File: src/csr_pkg.sv
package csr_pkg;

    //////////////////////////////
    // basic types
    //////////////////////////////

    typedef logic [13:0] csr_addr_t;
    typedef logic [31:0] csr_data_t;
    typedef logic [1:0]  plv_t;
    typedef logic [5:0]  ecode_t;
    // [5:0] primary code, [6] secondary code
    typedef logic [6:0]  excp_code_t;
    typedef logic [7:0]  hw_int_t;
    typedef logic [12:0] int_vec_t;

    // software write port
    typedef struct packed {
        logic      en;
        csr_addr_t addr;
        csr_data_t mask;
        csr_data_t data;
    } csr_wr_t;

    // exception events from the pipeline
    typedef struct packed {
        logic       store_state;
        logic       restore_state;
        logic       ecode_we;
        excp_code_t ecode_in;
        logic       era_we;
        csr_data_t  era_in;
        logic       badv_we;
        csr_data_t  badv_in;
    } excp_evt_t;

    //////////////////////////////
    // register addresses
    //////////////////////////////

    localparam csr_addr_t CSR_CRMD   = 14'h000;
    localparam csr_addr_t CSR_PRMD   = 14'h001;
    localparam csr_addr_t CSR_ECFG   = 14'h004;
    localparam csr_addr_t CSR_ESTAT  = 14'h005;
    localparam csr_addr_t CSR_ERA    = 14'h006;
    localparam csr_addr_t CSR_BADV   = 14'h007;
    localparam csr_addr_t CSR_EENTRY = 14'h00C;
    localparam csr_addr_t CSR_SAVE0  = 14'h030;
    localparam csr_addr_t CSR_SAVE1  = 14'h031;
    localparam csr_addr_t CSR_SAVE2  = 14'h032;
    localparam csr_addr_t CSR_SAVE3  = 14'h033;
    localparam csr_addr_t CSR_TCFG   = 14'h041;
    localparam csr_addr_t CSR_TVAL   = 14'h042;
    localparam csr_addr_t CSR_TICLR  = 14'h044;

    // field positions
    localparam int TIMER_IS_BIT    = 11;
    localparam int HW_IS_LSB       = 2;
    localparam int ESTAT_ECODE_LSB = 16;
    localparam int ESTAT_ESUB_LSB  = 22;
    localparam int EENTRY_VA_LSB   = 6;

    // bits with mask set take the new value
    function automatic csr_data_t masked_merge(csr_data_t old_val, csr_data_t new_val,
                                               csr_data_t mask);
        return (old_val & ~mask) | (new_val & mask);
    endfunction

endpackage

File: src/csr_mode_regs.sv
module csr_mode_regs
    import csr_pkg::*;
(
    input  logic       clk,
    input  logic       rstn,
    input  csr_wr_t    wr,
    input  excp_evt_t  excp,
    output plv_t       plv,
    output logic       ie,
    output logic [1:0] translate_mode,
    output csr_data_t  crmd,
    output csr_data_t  prmd
);

    logic      da, pg;
    plv_t      pplv;
    logic      pie;
    logic      crmd_sel, prmd_sel;
    csr_data_t crmd_wr, prmd_wr;

    assign crmd_sel = wr.en && (wr.addr == CSR_CRMD);
    assign prmd_sel = wr.en && (wr.addr == CSR_PRMD);
    assign crmd_wr  = masked_merge(crmd, wr.data, wr.mask);
    assign prmd_wr  = masked_merge(prmd, wr.data, wr.mask);

    // CRMD: restore, then store, then software
    always_ff @(posedge clk) begin
        if (!rstn) begin
            plv <= '0;
            ie  <= 1'b0;
            da  <= 1'b1;
            pg  <= 1'b0;
        end else if (excp.restore_state) begin
            plv <= pplv;
            ie  <= pie;
        end else if (excp.store_state) begin
            plv <= '0;
            ie  <= 1'b0;
        end else if (crmd_sel) begin
            plv <= crmd_wr[1:0];
            ie  <= crmd_wr[2];
            // pg/da only move to a one-hot pair
            if (crmd_wr[4] ^ crmd_wr[3]) begin
                pg <= crmd_wr[4];
                da <= crmd_wr[3];
            end
        end
    end

    // PRMD: store, then software
    always_ff @(posedge clk) begin
        if (!rstn) begin
            pplv <= '0;
            pie  <= 1'b0;
        end else if (excp.store_state) begin
            pplv <= plv;
            pie  <= ie;
        end else if (prmd_sel) begin
            pplv <= prmd_wr[1:0];
            pie  <= prmd_wr[2];
        end
    end

    assign crmd           = {27'b0, pg, da, ie, plv};
    assign prmd           = {29'b0, pie, pplv};
    assign translate_mode = {pg, da};

endmodule

File: src/csr_excp_regs.sv
module csr_excp_regs
    import csr_pkg::*;
(
    input  logic      clk,
    input  logic      rstn,
    input  csr_wr_t   wr,
    input  excp_evt_t excp,
    input  logic      ie,
    input  logic      timer_int,
    input  hw_int_t   hardware_int,
    output ecode_t    ecode,
    output csr_data_t era_out,
    output csr_data_t eentry,
    output csr_data_t ecfg,
    output csr_data_t estat,
    output csr_data_t badv,
    output logic      has_interrupt_cpu,
    output logic      has_interrupt_idle
);

    int_vec_t                    lie;
    logic [1:0]                  is_sw;
    logic                        esub;
    logic [31:EENTRY_VA_LSB]     eentry_va;
    int_vec_t                    is_vec;
    csr_data_t                   ecfg_wr, estat_wr, eentry_wr;

    assign ecfg_wr   = masked_merge(ecfg, wr.data, wr.mask);
    assign estat_wr  = masked_merge(estat, wr.data, wr.mask);
    assign eentry_wr = masked_merge(eentry, wr.data, wr.mask);

    //////////////////////////////
    // config, status
    //////////////////////////////

    always_ff @(posedge clk) begin
        if (!rstn) begin
            lie <= '0;
        end else if (wr.en && (wr.addr == CSR_ECFG)) begin
            lie <= ecfg_wr[12:0];
        end
    end

    always_ff @(posedge clk) begin
        if (!rstn) begin
            is_sw <= '0;
            ecode <= '0;
            esub  <= 1'b0;
        end else if (excp.ecode_we) begin
            ecode <= excp.ecode_in[5:0];
            // secondary code only with a nonzero primary
            esub  <= (|excp.ecode_in[5:0]) & excp.ecode_in[6];
        end else if (wr.en && (wr.addr == CSR_ESTAT)) begin
            is_sw <= estat_wr[1:0];
        end
    end

    //////////////////////////////
    // addresses
    //////////////////////////////

    always_ff @(posedge clk) begin
        if (!rstn) begin
            era_out <= '0;
        end else if (excp.era_we) begin
            era_out <= excp.era_in;
        end else if (wr.en && (wr.addr == CSR_ERA)) begin
            era_out <= masked_merge(era_out, wr.data, wr.mask);
        end
    end

    always_ff @(posedge clk) begin
        if (!rstn) begin
            badv <= '0;
        end else if (excp.badv_we) begin
            badv <= excp.badv_in;
        end else if (wr.en && (wr.addr == CSR_BADV)) begin
            badv <= masked_merge(badv, wr.data, wr.mask);
        end
    end

    always_ff @(posedge clk) begin
        if (!rstn) begin
            eentry_va <= '0;
        end else if (wr.en && (wr.addr == CSR_EENTRY)) begin
            eentry_va <= eentry_wr[31:EENTRY_VA_LSB];
        end
    end

    // interrupt status vector
    always_comb begin
        is_vec                     = '0;
        is_vec[1:0]                = is_sw;
        is_vec[HW_IS_LSB +: 8]     = hardware_int;
        is_vec[TIMER_IS_BIT]       = timer_int;
    end

    always_comb begin
        estat                          = '0;
        estat[12:0]                    = is_vec;
        estat[ESTAT_ECODE_LSB +: 6]    = ecode;
        estat[ESTAT_ESUB_LSB]          = esub;
    end

    assign ecfg   = {19'b0, lie};
    assign eentry = {eentry_va, {EENTRY_VA_LSB{1'b0}}};

    assign has_interrupt_idle = |is_vec;
    assign has_interrupt_cpu  = ie & (|(is_vec & lie));

endmodule

File: src/csr_timer.sv
module csr_timer
    import csr_pkg::*;
(
    input  logic      clk,
    input  logic      rstn,
    input  csr_wr_t   wr,
    output csr_data_t tcfg,
    output csr_data_t tval,
    output logic      timer_int
);

    logic        en;
    logic        periodic;
    logic [29:0] initval;
    logic        reload;
    logic        timeout;
    logic        tcfg_sel;
    logic        ticlr_hit;
    csr_data_t   tcfg_wr;

    assign tcfg_sel  = wr.en && (wr.addr == CSR_TCFG);
    assign ticlr_hit = wr.en && (wr.addr == CSR_TICLR) && wr.mask[0] && wr.data[0];
    assign tcfg_wr   = masked_merge(tcfg, wr.data, wr.mask);

    always_ff @(posedge clk) begin
        if (!rstn) begin
            en       <= 1'b0;
            periodic <= 1'b0;
            initval  <= '0;
            reload   <= 1'b0;
        end else begin
            // any touched bit restarts the count
            reload <= tcfg_sel && (|wr.mask);
            if (tcfg_sel) begin
                en       <= tcfg_wr[0];
                periodic <= tcfg_wr[1];
                initval  <= tcfg_wr[31:2];
            end
        end
    end

    //////////////////////////////
    // countdown
    //////////////////////////////

    always_ff @(posedge clk) begin
        if (!rstn) begin
            tval    <= '0;
            timeout <= 1'b0;
        end else if (reload || (tval == '0)) begin
            timeout <= 1'b0;
            // one above initval so a zero setting still fires
            if (reload || periodic) tval <= {initval, 2'b01};
        end else begin
            timeout <= en && (tval == 32'd1);
            if (en) tval <= tval - 32'd1;
        end
    end

    // clear wins over set
    always_ff @(posedge clk) begin
        if (!rstn || ticlr_hit) begin
            timer_int <= 1'b0;
        end else if (timeout) begin
            timer_int <= 1'b1;
        end
    end

    assign tcfg = {initval, periodic, en};

endmodule

File: src/csr_save_regs.sv
module csr_save_regs
    import csr_pkg::*;
(
    input  logic      clk,
    input  logic      rstn,
    input  csr_wr_t   wr,
    output csr_data_t save0,
    output csr_data_t save1,
    output csr_data_t save2,
    output csr_data_t save3
);

    csr_data_t save_q [4];
    logic      save_sel;
    csr_data_t save_wr;

    // SAVE0..3 share the upper address bits
    assign save_sel = wr.en && (wr.addr[13:2] == CSR_SAVE0[13:2]);
    assign save_wr  = masked_merge(save_q[wr.addr[1:0]], wr.data, wr.mask);

    always_ff @(posedge clk) begin
        if (!rstn) begin
            for (int i = 0; i < 4; i++) save_q[i] <= '0;
        end else if (save_sel) begin
            save_q[wr.addr[1:0]] <= save_wr;
        end
    end

    assign save0 = save_q[0];
    assign save1 = save_q[1];
    assign save2 = save_q[2];
    assign save3 = save_q[3];

endmodule

File: src/csr_read_mux.sv
module csr_read_mux
    import csr_pkg::*;
(
    input  csr_addr_t raddr_a,
    input  csr_addr_t raddr_b,
    input  csr_data_t crmd,
    input  csr_data_t prmd,
    input  csr_data_t ecfg,
    input  csr_data_t estat,
    input  csr_data_t era,
    input  csr_data_t badv,
    input  csr_data_t eentry,
    input  csr_data_t save0,
    input  csr_data_t save1,
    input  csr_data_t save2,
    input  csr_data_t save3,
    input  csr_data_t tcfg,
    input  csr_data_t tval,
    output csr_data_t rdata_a,
    output csr_data_t rdata_b
);

    // one decoder, used by both ports
    function automatic csr_data_t pick(csr_addr_t addr);
        case (addr)
            CSR_CRMD:   return crmd;
            CSR_PRMD:   return prmd;
            CSR_ECFG:   return ecfg;
            CSR_ESTAT:  return estat;
            CSR_ERA:    return era;
            CSR_BADV:   return badv;
            CSR_EENTRY: return eentry;
            CSR_SAVE0:  return save0;
            CSR_SAVE1:  return save1;
            CSR_SAVE2:  return save2;
            CSR_SAVE3:  return save3;
            CSR_TCFG:   return tcfg;
            CSR_TVAL:   return tval;
            CSR_TICLR:  return '0;
            default:    return '0;
        endcase
    endfunction

    always_comb begin
        rdata_a = pick(raddr_a);
        rdata_b = pick(raddr_b);
    end

endmodule

File: src/csr_top.sv
module csr_top
    import csr_pkg::*;
(
    input  logic      clk,
    input  logic      rstn,
    input  csr_wr_t   wr,
    input  excp_evt_t excp,
    input  csr_addr_t raddr_a,
    input  csr_addr_t raddr_b,
    input  hw_int_t   hardware_int,
    output csr_data_t rdata_a,
    output csr_data_t rdata_b,
    output plv_t      plv,
    output ecode_t    ecode,
    output csr_data_t era_out,
    output csr_data_t eentry,
    output logic [1:0] translate_mode,
    output logic      has_interrupt_cpu,
    output logic      has_interrupt_idle
);

    logic      ie;
    logic      timer_int;
    csr_data_t crmd, prmd;
    csr_data_t ecfg, estat, badv;
    csr_data_t tcfg, tval;
    csr_data_t save0, save1, save2, save3;

    csr_mode_regs u_mode (
        .clk            (clk),
        .rstn           (rstn),
        .wr             (wr),
        .excp           (excp),
        .plv            (plv),
        .ie             (ie),
        .translate_mode (translate_mode),
        .crmd           (crmd),
        .prmd           (prmd)
    );

    csr_excp_regs u_excp (
        .clk                (clk),
        .rstn               (rstn),
        .wr                 (wr),
        .excp               (excp),
        .ie                 (ie),
        .timer_int          (timer_int),
        .hardware_int       (hardware_int),
        .ecode              (ecode),
        .era_out            (era_out),
        .eentry             (eentry),
        .ecfg               (ecfg),
        .estat              (estat),
        .badv               (badv),
        .has_interrupt_cpu  (has_interrupt_cpu),
        .has_interrupt_idle (has_interrupt_idle)
    );

    csr_timer u_timer (
        .clk       (clk),
        .rstn      (rstn),
        .wr        (wr),
        .tcfg      (tcfg),
        .tval      (tval),
        .timer_int (timer_int)
    );

    csr_save_regs u_save (
        .clk   (clk),
        .rstn  (rstn),
        .wr    (wr),
        .save0 (save0),
        .save1 (save1),
        .save2 (save2),
        .save3 (save3)
    );

    csr_read_mux u_rmux (
        .raddr_a (raddr_a), .raddr_b (raddr_b),
        .crmd    (crmd),    .prmd    (prmd),
        .ecfg    (ecfg),    .estat   (estat),
        .era     (era_out), .badv    (badv),
        .eentry  (eentry),
        .save0   (save0),   .save1   (save1),
        .save2   (save2),   .save3   (save3),
        .tcfg    (tcfg),    .tval    (tval),
        .rdata_a (rdata_a), .rdata_b (rdata_b)
    );

endmodule

File: config.mk
export PLATFORM = sky130hd
export DESIGN_NAME = csr_top
export DESIGN_NICKNAME = d
export VERILOG_FILES = /design/src/csr_pkg.sv /design/src/csr_mode_regs.sv /design/src/csr_excp_regs.sv /design/src/csr_timer.sv /design/src/csr_save_regs.sv /design/src/csr_read_mux.sv /design/src/csr_top.sv
export SDC_FILE = /design/constraint.sdc
export NUM_CORES = 1
export LEC_CHECK = 0
export ABC_AREA = 1
export BUFFER_PORTS_ARGS = -buffer_cell sky130_fd_sc_hd__buf_2
export CAP_MARGIN = 40
export CELL_PAD_IN_SITES_DETAIL_PLACEMENT = 1
export CELL_PAD_IN_SITES_GLOBAL_PLACEMENT = 2
export CORE_ASPECT_RATIO = 0.9
export CORE_MARGIN = 8
export CORE_UTILIZATION = 31
export DETAILED_ROUTE_END_ITERATION = 8
export PLACE_DENSITY = 0.76
export SKIP_LAST_GASP = 1
export SLEW_MARGIN = 30
export SYNTH_ARGS = -nofsm -noshare
export SYNTH_HDL_FRONTEND = slang
export SYNTH_SLANG_ARGS = --single-unit
File: constraint.sdc
create_clock -name clk -period 2.85 [get_ports clk]
set_clock_uncertainty 0.15 [all_clocks]
set_input_delay 0.1425 -clock clk [delete_from_list [all_inputs] [get_ports clk]]
set_output_delay 0.1425 -clock clk [all_outputs]
set_load 0.01 [all_outputs]
# Word-level counts from Yosys, hierarchy flattened
# Memories as Yosys holds them, arrays and structs flattened.
# Cells that the tools add are included.
# word_totals
ff_bits	187
output_inout_bits	140
ramBits	128
in_bits	193
n_memories	1
# classes
mux	26
bitwise_logic	28
add_sub_neg	1
n_eq_ne	35
reduce_logical	36
# memory_table
name	words	width	rd	rd_clocked_by_memory_dff	write_ports	line	text
u_save.save_q	4	32	5	0	4	csr_save_regs.sv:13	csr_data_t save_q [4];
# op_table
op	n
$pmux 32 s13	2
$mux 32	8
$and 32x32->32	6
$eq 14x3->1 const B	12
$or 32x32->32	5
$eq 14x6->1 const B	8
$eq 14x7->1 const B	6
$reduce_or 32->1	2
$eq 14x1->1 const B	3
$eq 14x4->1 const B	3
$logic_not 14->1	3
$eq 32x1->1 const B	1
$logic_not 32->1	1
$not 32->32	1
$sub 32x1->32 const B	1
$logic_and 1x1->1	14
$and 12x13->13	1
$and 13x13->13	1
$or 13x13->13	1
$reduce_or 13->1	1
$eq 12x4->1 const B	1
$mux 2	6
$reduce_or 11->1	1
$mux 1	10
other kinds (18)	28

# Logic depth before layout (Yosys ltp)
# Gate-level depths: netlist of the first run.
# logic_depth
word_depth	7
mapped_depth	14

# Cells and area by module
# A second synthesis of the first run with hierarchy kept.
# unflattened
hier_cells	4687
area_unflattened_um2	27634.0
# by_module_without_submodules
mod	cells_per_inst	seq_area_each_um2	area_each_um2	instances
csr_read_mux	2044	0.0	9077.5	1
csr_excp_regs	1086	2242.2	6796.5	1
csr_save_regs	715	3843.7	6582.6	1
csr_timer	672	1341.3	4113.9	1
csr_mode_regs	170	160.2	1063.5	1

# Worst setup path after synthesis of the first run
# Ideal clock, no wire load.
# synth_timing
kind	input to register
start	input wr[75] (netlist bit)
end	memory u_save.save_q[2][0] (netlist bit) (enable)
arrival_ns	1.930
slack_ns	0.380
setup_ns	0.389
path_stages	8
n_path_buf	1
path_cell_list	nor2_1 -> nand3_1 -> inv_1 -> nand3_1 -> inv_1 -> nand2_1 -> clkbuf_1 -> nand2_1
# synth_rtl
element	line	text
start, declared	csr_top.sv:6	input csr_wr_t wr,
end, declared	csr_save_regs.sv:13	

==> results of run 1 <==
==> critical path, cell delays in order <==
cell and delay (ns):
buf_2 0.10, nor2_1 0.20, nand3_1 0.22, nor2_4 0.22, buf_8 0.24, nand3_2 0.16, buf_12 0.24, nor3_1 0.20
a21oi_1 0.07, dlygate4sd3_1 0.59, a21oi_1 0.14, dlygate4sd3_1 0.58
==> layout make-up <==
class                           instances  area, um2  area share (%)
Antenna cell                            2       5.00          0.0188
Clock buffer                           59       1180            4.41
Clock inverter                         13        119           0.446
Inverter                              463       1740            6.51
Multi-Input combinational cell       2028      10000            37.5
Sequential cell                       315       7590            28.4
Tap cell                              855       1070            4.01
Timing Repair Buffer                  670       4980            18.7
==> timing repair <==
item                                   in CTS  in global routing
endpoints found under the hold margin     187                  0
setup endpoints to repair                   0                 10
resized for setup                           0                  4
hold buffers                              226                  0
==> cell families (layout without fill, tap and decap cells) <==
logic type      count (synthesis)  count (layout)  share of synthesized area, %
fa+ha+maj                       2               2                         0.125
other cells                     1               8                        0.0187
compound gates                811             811                          24.0
flops                         315             315                          37.9
buf+inv                       623            1205                          12.3
xor+xnor                       15              15                         0.656
simple gates                 1194            1194                          25.0
==> cell usage in the layout, fill, tap and decap left out, types with 86 or more instances in the layout <==
master / n
a21oi_1: 173
buf_2: 325
buf_4: 102
dfxtp_1: 187
dlygate4sd3_1: 226
edfxtp_1: 128
inv_1: 457
nand2_1: 441
nand3_1: 117
nor2_1: 489
o211ai_1: 86
o21ai_0: 204
o22ai_1: 254
==> metal layers <==
| metal | global-route usage, % | wire (um) |
|---|---|---|
| met1 | 46.6 | 56200 |
| met2 | 52.8 | 57000 |
| met3 | 6.31 | 11500 |
| met4 | 10.1 | 4040 |
| met5 | 0 | 43 |
==> worst max path at each step <==
stage / startpoint / endpoint / slack (ns) / depth (start not counted)
floorplan: wr[75] / u_save.save_q[2][0] / 0.38 / 8
global placement: raddr_b[13] / rdata_b[20] / 0.21 / 12
detailed placement: raddr_b[11] / rdata_b[20] / 0.23 / 12
CTS: wr[71] / register / 0.04 / 12
global route: wr[71] / register / 0.002 / 12
finish: wr[71] / register / 0.04 / 12
==> where the power goes <==
part | internal [mW] | switching, mW | leakage [nW] | total (mW)
logic | 0.517 | 0.954 | 8.05 | 1.47
clock network | 3.04 | 2.21 | 0.626 | 5.25
registers | 4.81 | 0.0987 | 2.84 | 4.90
==> flow_metrics.py, run 1 <==
metrics = {
    "synth": {
        "yosys_warnings": 0,
        "netlist_area_um2": 20000,
        "synth_cell_types": 49,
        "netlist_instances": 2961,
        "syn-mean-instance-area_um2": 6.76,
        "async_flop_share_pct": 0,
        "synth_top_area_share_pct": 19.2,
        "yosys.area.top_type": "edfxtp_1",
        "yosysSeqAreaShare_pct": 37.9,
        "synth_common_cells": "490 x nor2_1, 458 x inv_1, 441 x nand2_1, 254 x o22ai_1, 204 x o21ai_0",
        "ys.flop_type": "dfxtp_1",
        "synth.most_common_cell": "nor2_1",
        "yosys-top-cells-area": "edfxtp_1 19%, dfxtp_1 19%, nor2_1 9.2%, inv_1 8.6%, nand2_1 8.3%",
        "ys_ff_latch": 315,
        "synth_edf_count": 128,
    },
    "clock_network": {
        "cts_made_buffers": 40,
        "clkSlewWorstSetupHoldPaths_ns": 0.06,
        "cts_tree": "built",
        "clockBufferDepth": 3,
        "cts.sinks": 315,
        "clk_latency_ns": 0.57,
        "root_buffer": "clkbuf_16",
        "htreeDepth": 2,
        "cts_setup_buffers": 0,
    },
    "setup_path": {
        "worstSetupStartpointType": "input pin",
        "r2r_end": "u_timer.tval[29]",
        "reg2reg_depth": 9,
        "crit_type": "input pin to register",
        "critPathArrivalTime_ns": 3.15,
        "critPathMaxFanout": 34,
        "worst_ep_required_time_ns": 3.20,
        "reg2reg_slack_ns": 0.38,
        "r2r_start": "u_timer.tval[3]",
        "end_kind": "register",
    },
    "pwr": {
        "p_leak_nw": 11.5,
        "ir_worst_vdd_v": 0.000348,
        "p_per_area_nw_per_um2": 436,
        "power_mw": 11.6,
    },
    "sta": {
        "whs_ns": 0.0360,
        "finalCritPeriodShare_pct": 98.5,
        "fin_crit_ns": 2.81,
        "relSlewSlack_pct": 53.6,
        "fin_tns_setup_ns": 0,
        "setup_violations": 0,
        "tightestPinTransition_ns": 0.696,
        "finalMaxSlewViolations": 0,
        "fmaxAchievable_mhz": 356,
        "rsz0062_at_grt": "false",
        "final.setup.worst_slack_ns": 0.0438,
        "hold_violations": 0,
    },
    "placed_design": {
        "dp_hpwl_um": 94600,
        "place_inst": 4105,
        "post-place-ws_ns": 0.226,
        "dpl_cell_area_um2": 23100,
        "place_congestion": 0.970,
        "portBuffers": 326,
    },
    "route": {
        "drc_errors": 0,
        "drtAntennaViolNets": 0,
        "drt-initial-drc-count": 2971,
        "vias_per_cell": 5.80,
        "routed-via-count": 25567,
        "dr.pass1.iters": 5,
        "wl_per_cell_um": 29.3,
        "wirelength_um": 129000,
    },
    "die": {
        "dieArea_um2": 73000,
        "start_util_pct": 31.3,
        "die_y_um": 257,
        "io_pins": 333,
        "core_um2": 64000,
        "die_x_um": 284,
        "row_count": 88,
    },
    "min_path": {
        "hold_end": "u_excp.ecode[1]",
        "hold-path-cell-count": 3,
        "hold_path_class": "input pin to register",
        "hp-start": "excp[73]",
    },
    "global_routing": {
        "grt_max_degree": 90,
        "groute.usage.overall_pct": 33.6,
        "grt_overflow_total": 0,
        "grt_first_pass_wirelength_um": 184000,
        "antenna_found_initial": 6,
        "grt_pass1_vias": 25834,
    },
    "outcome": {
        "status": "complete, no violations",
    },
    "layout": {
        "final_core_util_pct": 41.7,
        "syn_to_final_growth_pct": 33.2,
        "nNetsFinal": 3713,
        "fin_area_um2": 26700,
        "final_cells": 4405,
        "nFillCells": 8091,
        "drive_gt1_share_pct": 15.1,
    },
    "run": {
        "maxCapViolCount": 0,
    },
}
Note: power is estimated with default switching activity, not from simulation.
==> run 2: changes to the inputs <==
Settings changed: BUFFER_PORTS_ARGS -buffer_cell sky130_fd_sc_hd__buf_2 to -buffer_cell sky130_fd_sc_hd__clkbuf_2.
==> flow_metrics.py, run 2 (synthesized netlist as in run 1, its figures left out) <==
metrics = {
    "die": {
        "core_um2": 64000,
        "start_util_pct": 31.3,
        "die_x_um": 284,
        "row_count": 88,
        "io_pins": 333,
        "die_y_um": 257,
        "dieArea_um2": 73000,
    },
    "sta": {
        "tightestPinTransition_ns": 0.787,
        "setup_violations": 0,
        "relSlewSlack_pct": 47.1,
        "hold_violations": 0,
        "fin_crit_ns": 2.81,
        "fmaxAchievable_mhz": 356,
        "finalMaxSlewViolations": 0,
        "rsz0062_at_grt": "true",
        "finalCritPeriodShare_pct": 98.6,
    },
    "global_routing": {
        "grt_max_degree": 128,
        "use_met2_pct": 52.2,
        "grt_first_pass_wirelength_um": 183000,
        "antenna_found_initial": 6,
        "grt-busiest-layer": "met2",
        "grt_overflow_total": 0,
        "grt_pass1_vias": 25992,
        "gr-usage-met1_pct": 45.7,
        "met3_usage_pct": 6.03,
        "groute.usage.overall_pct": 33.4,
    },
    "pwr": {
        "p_per_area_nw_per_um2": 428,
        "p_leak_nw": 11.4,
        "ir_worst_vdd_v": 0.000341,
    },
    "layout": {
        "nNetsFinal": 3703,
        "nFillCells": 8147,
        "final_cells": 4395,
        "mostFrequentLayoutCell": "nor2_1",
        "final_core_util_pct": 41.4,
        "drive_gt1_share_pct": 15.1,
        "mostFrequentLayoutCells": "488 x nor2_1, 457 x inv_1, 441 x nand2_1",
        "syn_to_final_growth_pct": 32.3,
    },
    "clock_network": {
        "cts.sinks": 315,
        "clk_latency_ns": 0.58,
        "cts_made_buffers": 40,
        "cts_tree": "built",
        "cts_setup_buffers": 0,
        "clockBufferDepth": 3,
        "root_buffer": "clkbuf_16",
        "clkSlewWorstSetupHoldPaths_ns": 0.07,
        "htreeDepth": 2,
    },
    "route": {
        "dr.pass1.iters": 6,
        "vias_per_cell": 5.78,
        "drtAntennaViolNets": 0,
        "wl_per_cell_um": 29.1,
        "wirelength_um": 128000,
        "routed-via-count": 25391,
        "drc_errors": 0,
        "drt-initial-drc-count": 2780,
    },
    "run": {
        "maxCapViolCount": 0,
    },
    "setup_path": {
        "worst_ep_required_time_ns": 3.22,
        "critPathArrivalTime_ns": 3.18,
        "end_kind": "register",
        "crit_type": "input pin to register",
        "critPathMaxFanout": 30,
        "worstSetupStartpointType": "input pin",
    },
    "placed_design": {
        "place_congestion": 0.971,
        "portBuffers": 326,
        "place_inst": 4097,
        "dp_hpwl_um": 93800,
    },
    "outcome": {
        "status": "complete, no violations",
    },
    "min_path": {
        "hold_path_class": "input pin to register",
    },
}
[run 2: cell count changes in the layout (fill, tap and decap cells not counted), sizes merged]
cell,delta
clkinv,+8
dlygate4sd3,-3
diode,+1
bufinv,-2
clkbuf,+320
buf,-331
clkinvlp,-2
inv,-1
[run 2: metrics by stage]
stage               setup TNS (ns)  setup WS, ns  total power, mW  hold WS, ns  cell area, um2
global route               -0.0567       -0.0304             11.6       0.0828           26500
detailed placement         -0.0189       -0.0189             6.19        0.251           23000
CTS                              0        0.0123             11.4       0.0211           26400
finish                           0        0.0402             11.3       0.0409           26500
global placement                 0        0.0694             6.16        0.238           23000
floorplan                        0         0.380             5.52        0.127           20000
[run 2: routing by layer]
| layer | wire (um) | up-vias |
|---|---|---|
| met1 | 55500 | 12683 |
| met3 | 11400 | 282 |
| met2 | 56300 | 1281 |
| met4 | 4930 | 2 |
| met5 | 13 | - |
| li1 | - | 11143 |
[run 2: what timing repair did]
| item | CTS | global route |
|---|---|---|
| setup endpoints to repair | 1 | 7 |
| gates resized for setup | 1 | 5 |
| cloned | 0 | 1 |
| hold endpoints to repair | 179 | 0 |
| hold buffers | 223 | 0 |
[run 2: final cells by class]
| type | instances | area [um2] | share of cell area, % |
|---|---|---|---|
| Clock inverter | 16 | 73.8 | 0.279 |
| Multi-Input combinational cell | 2028 | 10000 | 37.8 |
| Clock buffer | 55 | 1150 | 4.34 |
| Tap cell | 855 | 1070 | 4.04 |
| Inverter | 463 | 1740 | 6.56 |
| Antenna cell | 3 | 7.51 | 0.0283 |
| Timing Repair Buffer | 660 | 4860 | 18.4 |
| Sequential cell | 315 | 7590 | 28.6 |
[run 2: power by group]
group,switching [mW],total [mW],internal (mW)
sequential,0.0963,4.90,4.81
combinational,0.952,1.46,0.506
clock,2.17,4.98,2.80
total,3.22,11.3,8.11
[run 2: final timing paths]
check | startpoint | end | slack (ns) | cells past startpoint
worst max-delay path | wr[66] | register | 0.04 | 11
worst min-delay path | rstn | u_mode.da | 0.04 | 3
worst max register to register | u_timer.tval[0] | u_timer.tval[21] | 0.27 | 12
worst min register to register | register | register | 0.33 | 2
[run 2: worst max-delay path, cell delays in order]
cell	delay (ns)
dlygate4sd3_1	0.53
clkbuf_2	0.12
nand2_1	0.12
inv_2	0.15
nand3_4	0.19
buf_12	0.25
nor3_1	0.23
a21oi_1	0.08
dlygate4sd3_1	0.59
a21oi_1	0.16
dlygate4sd3_1	0.60
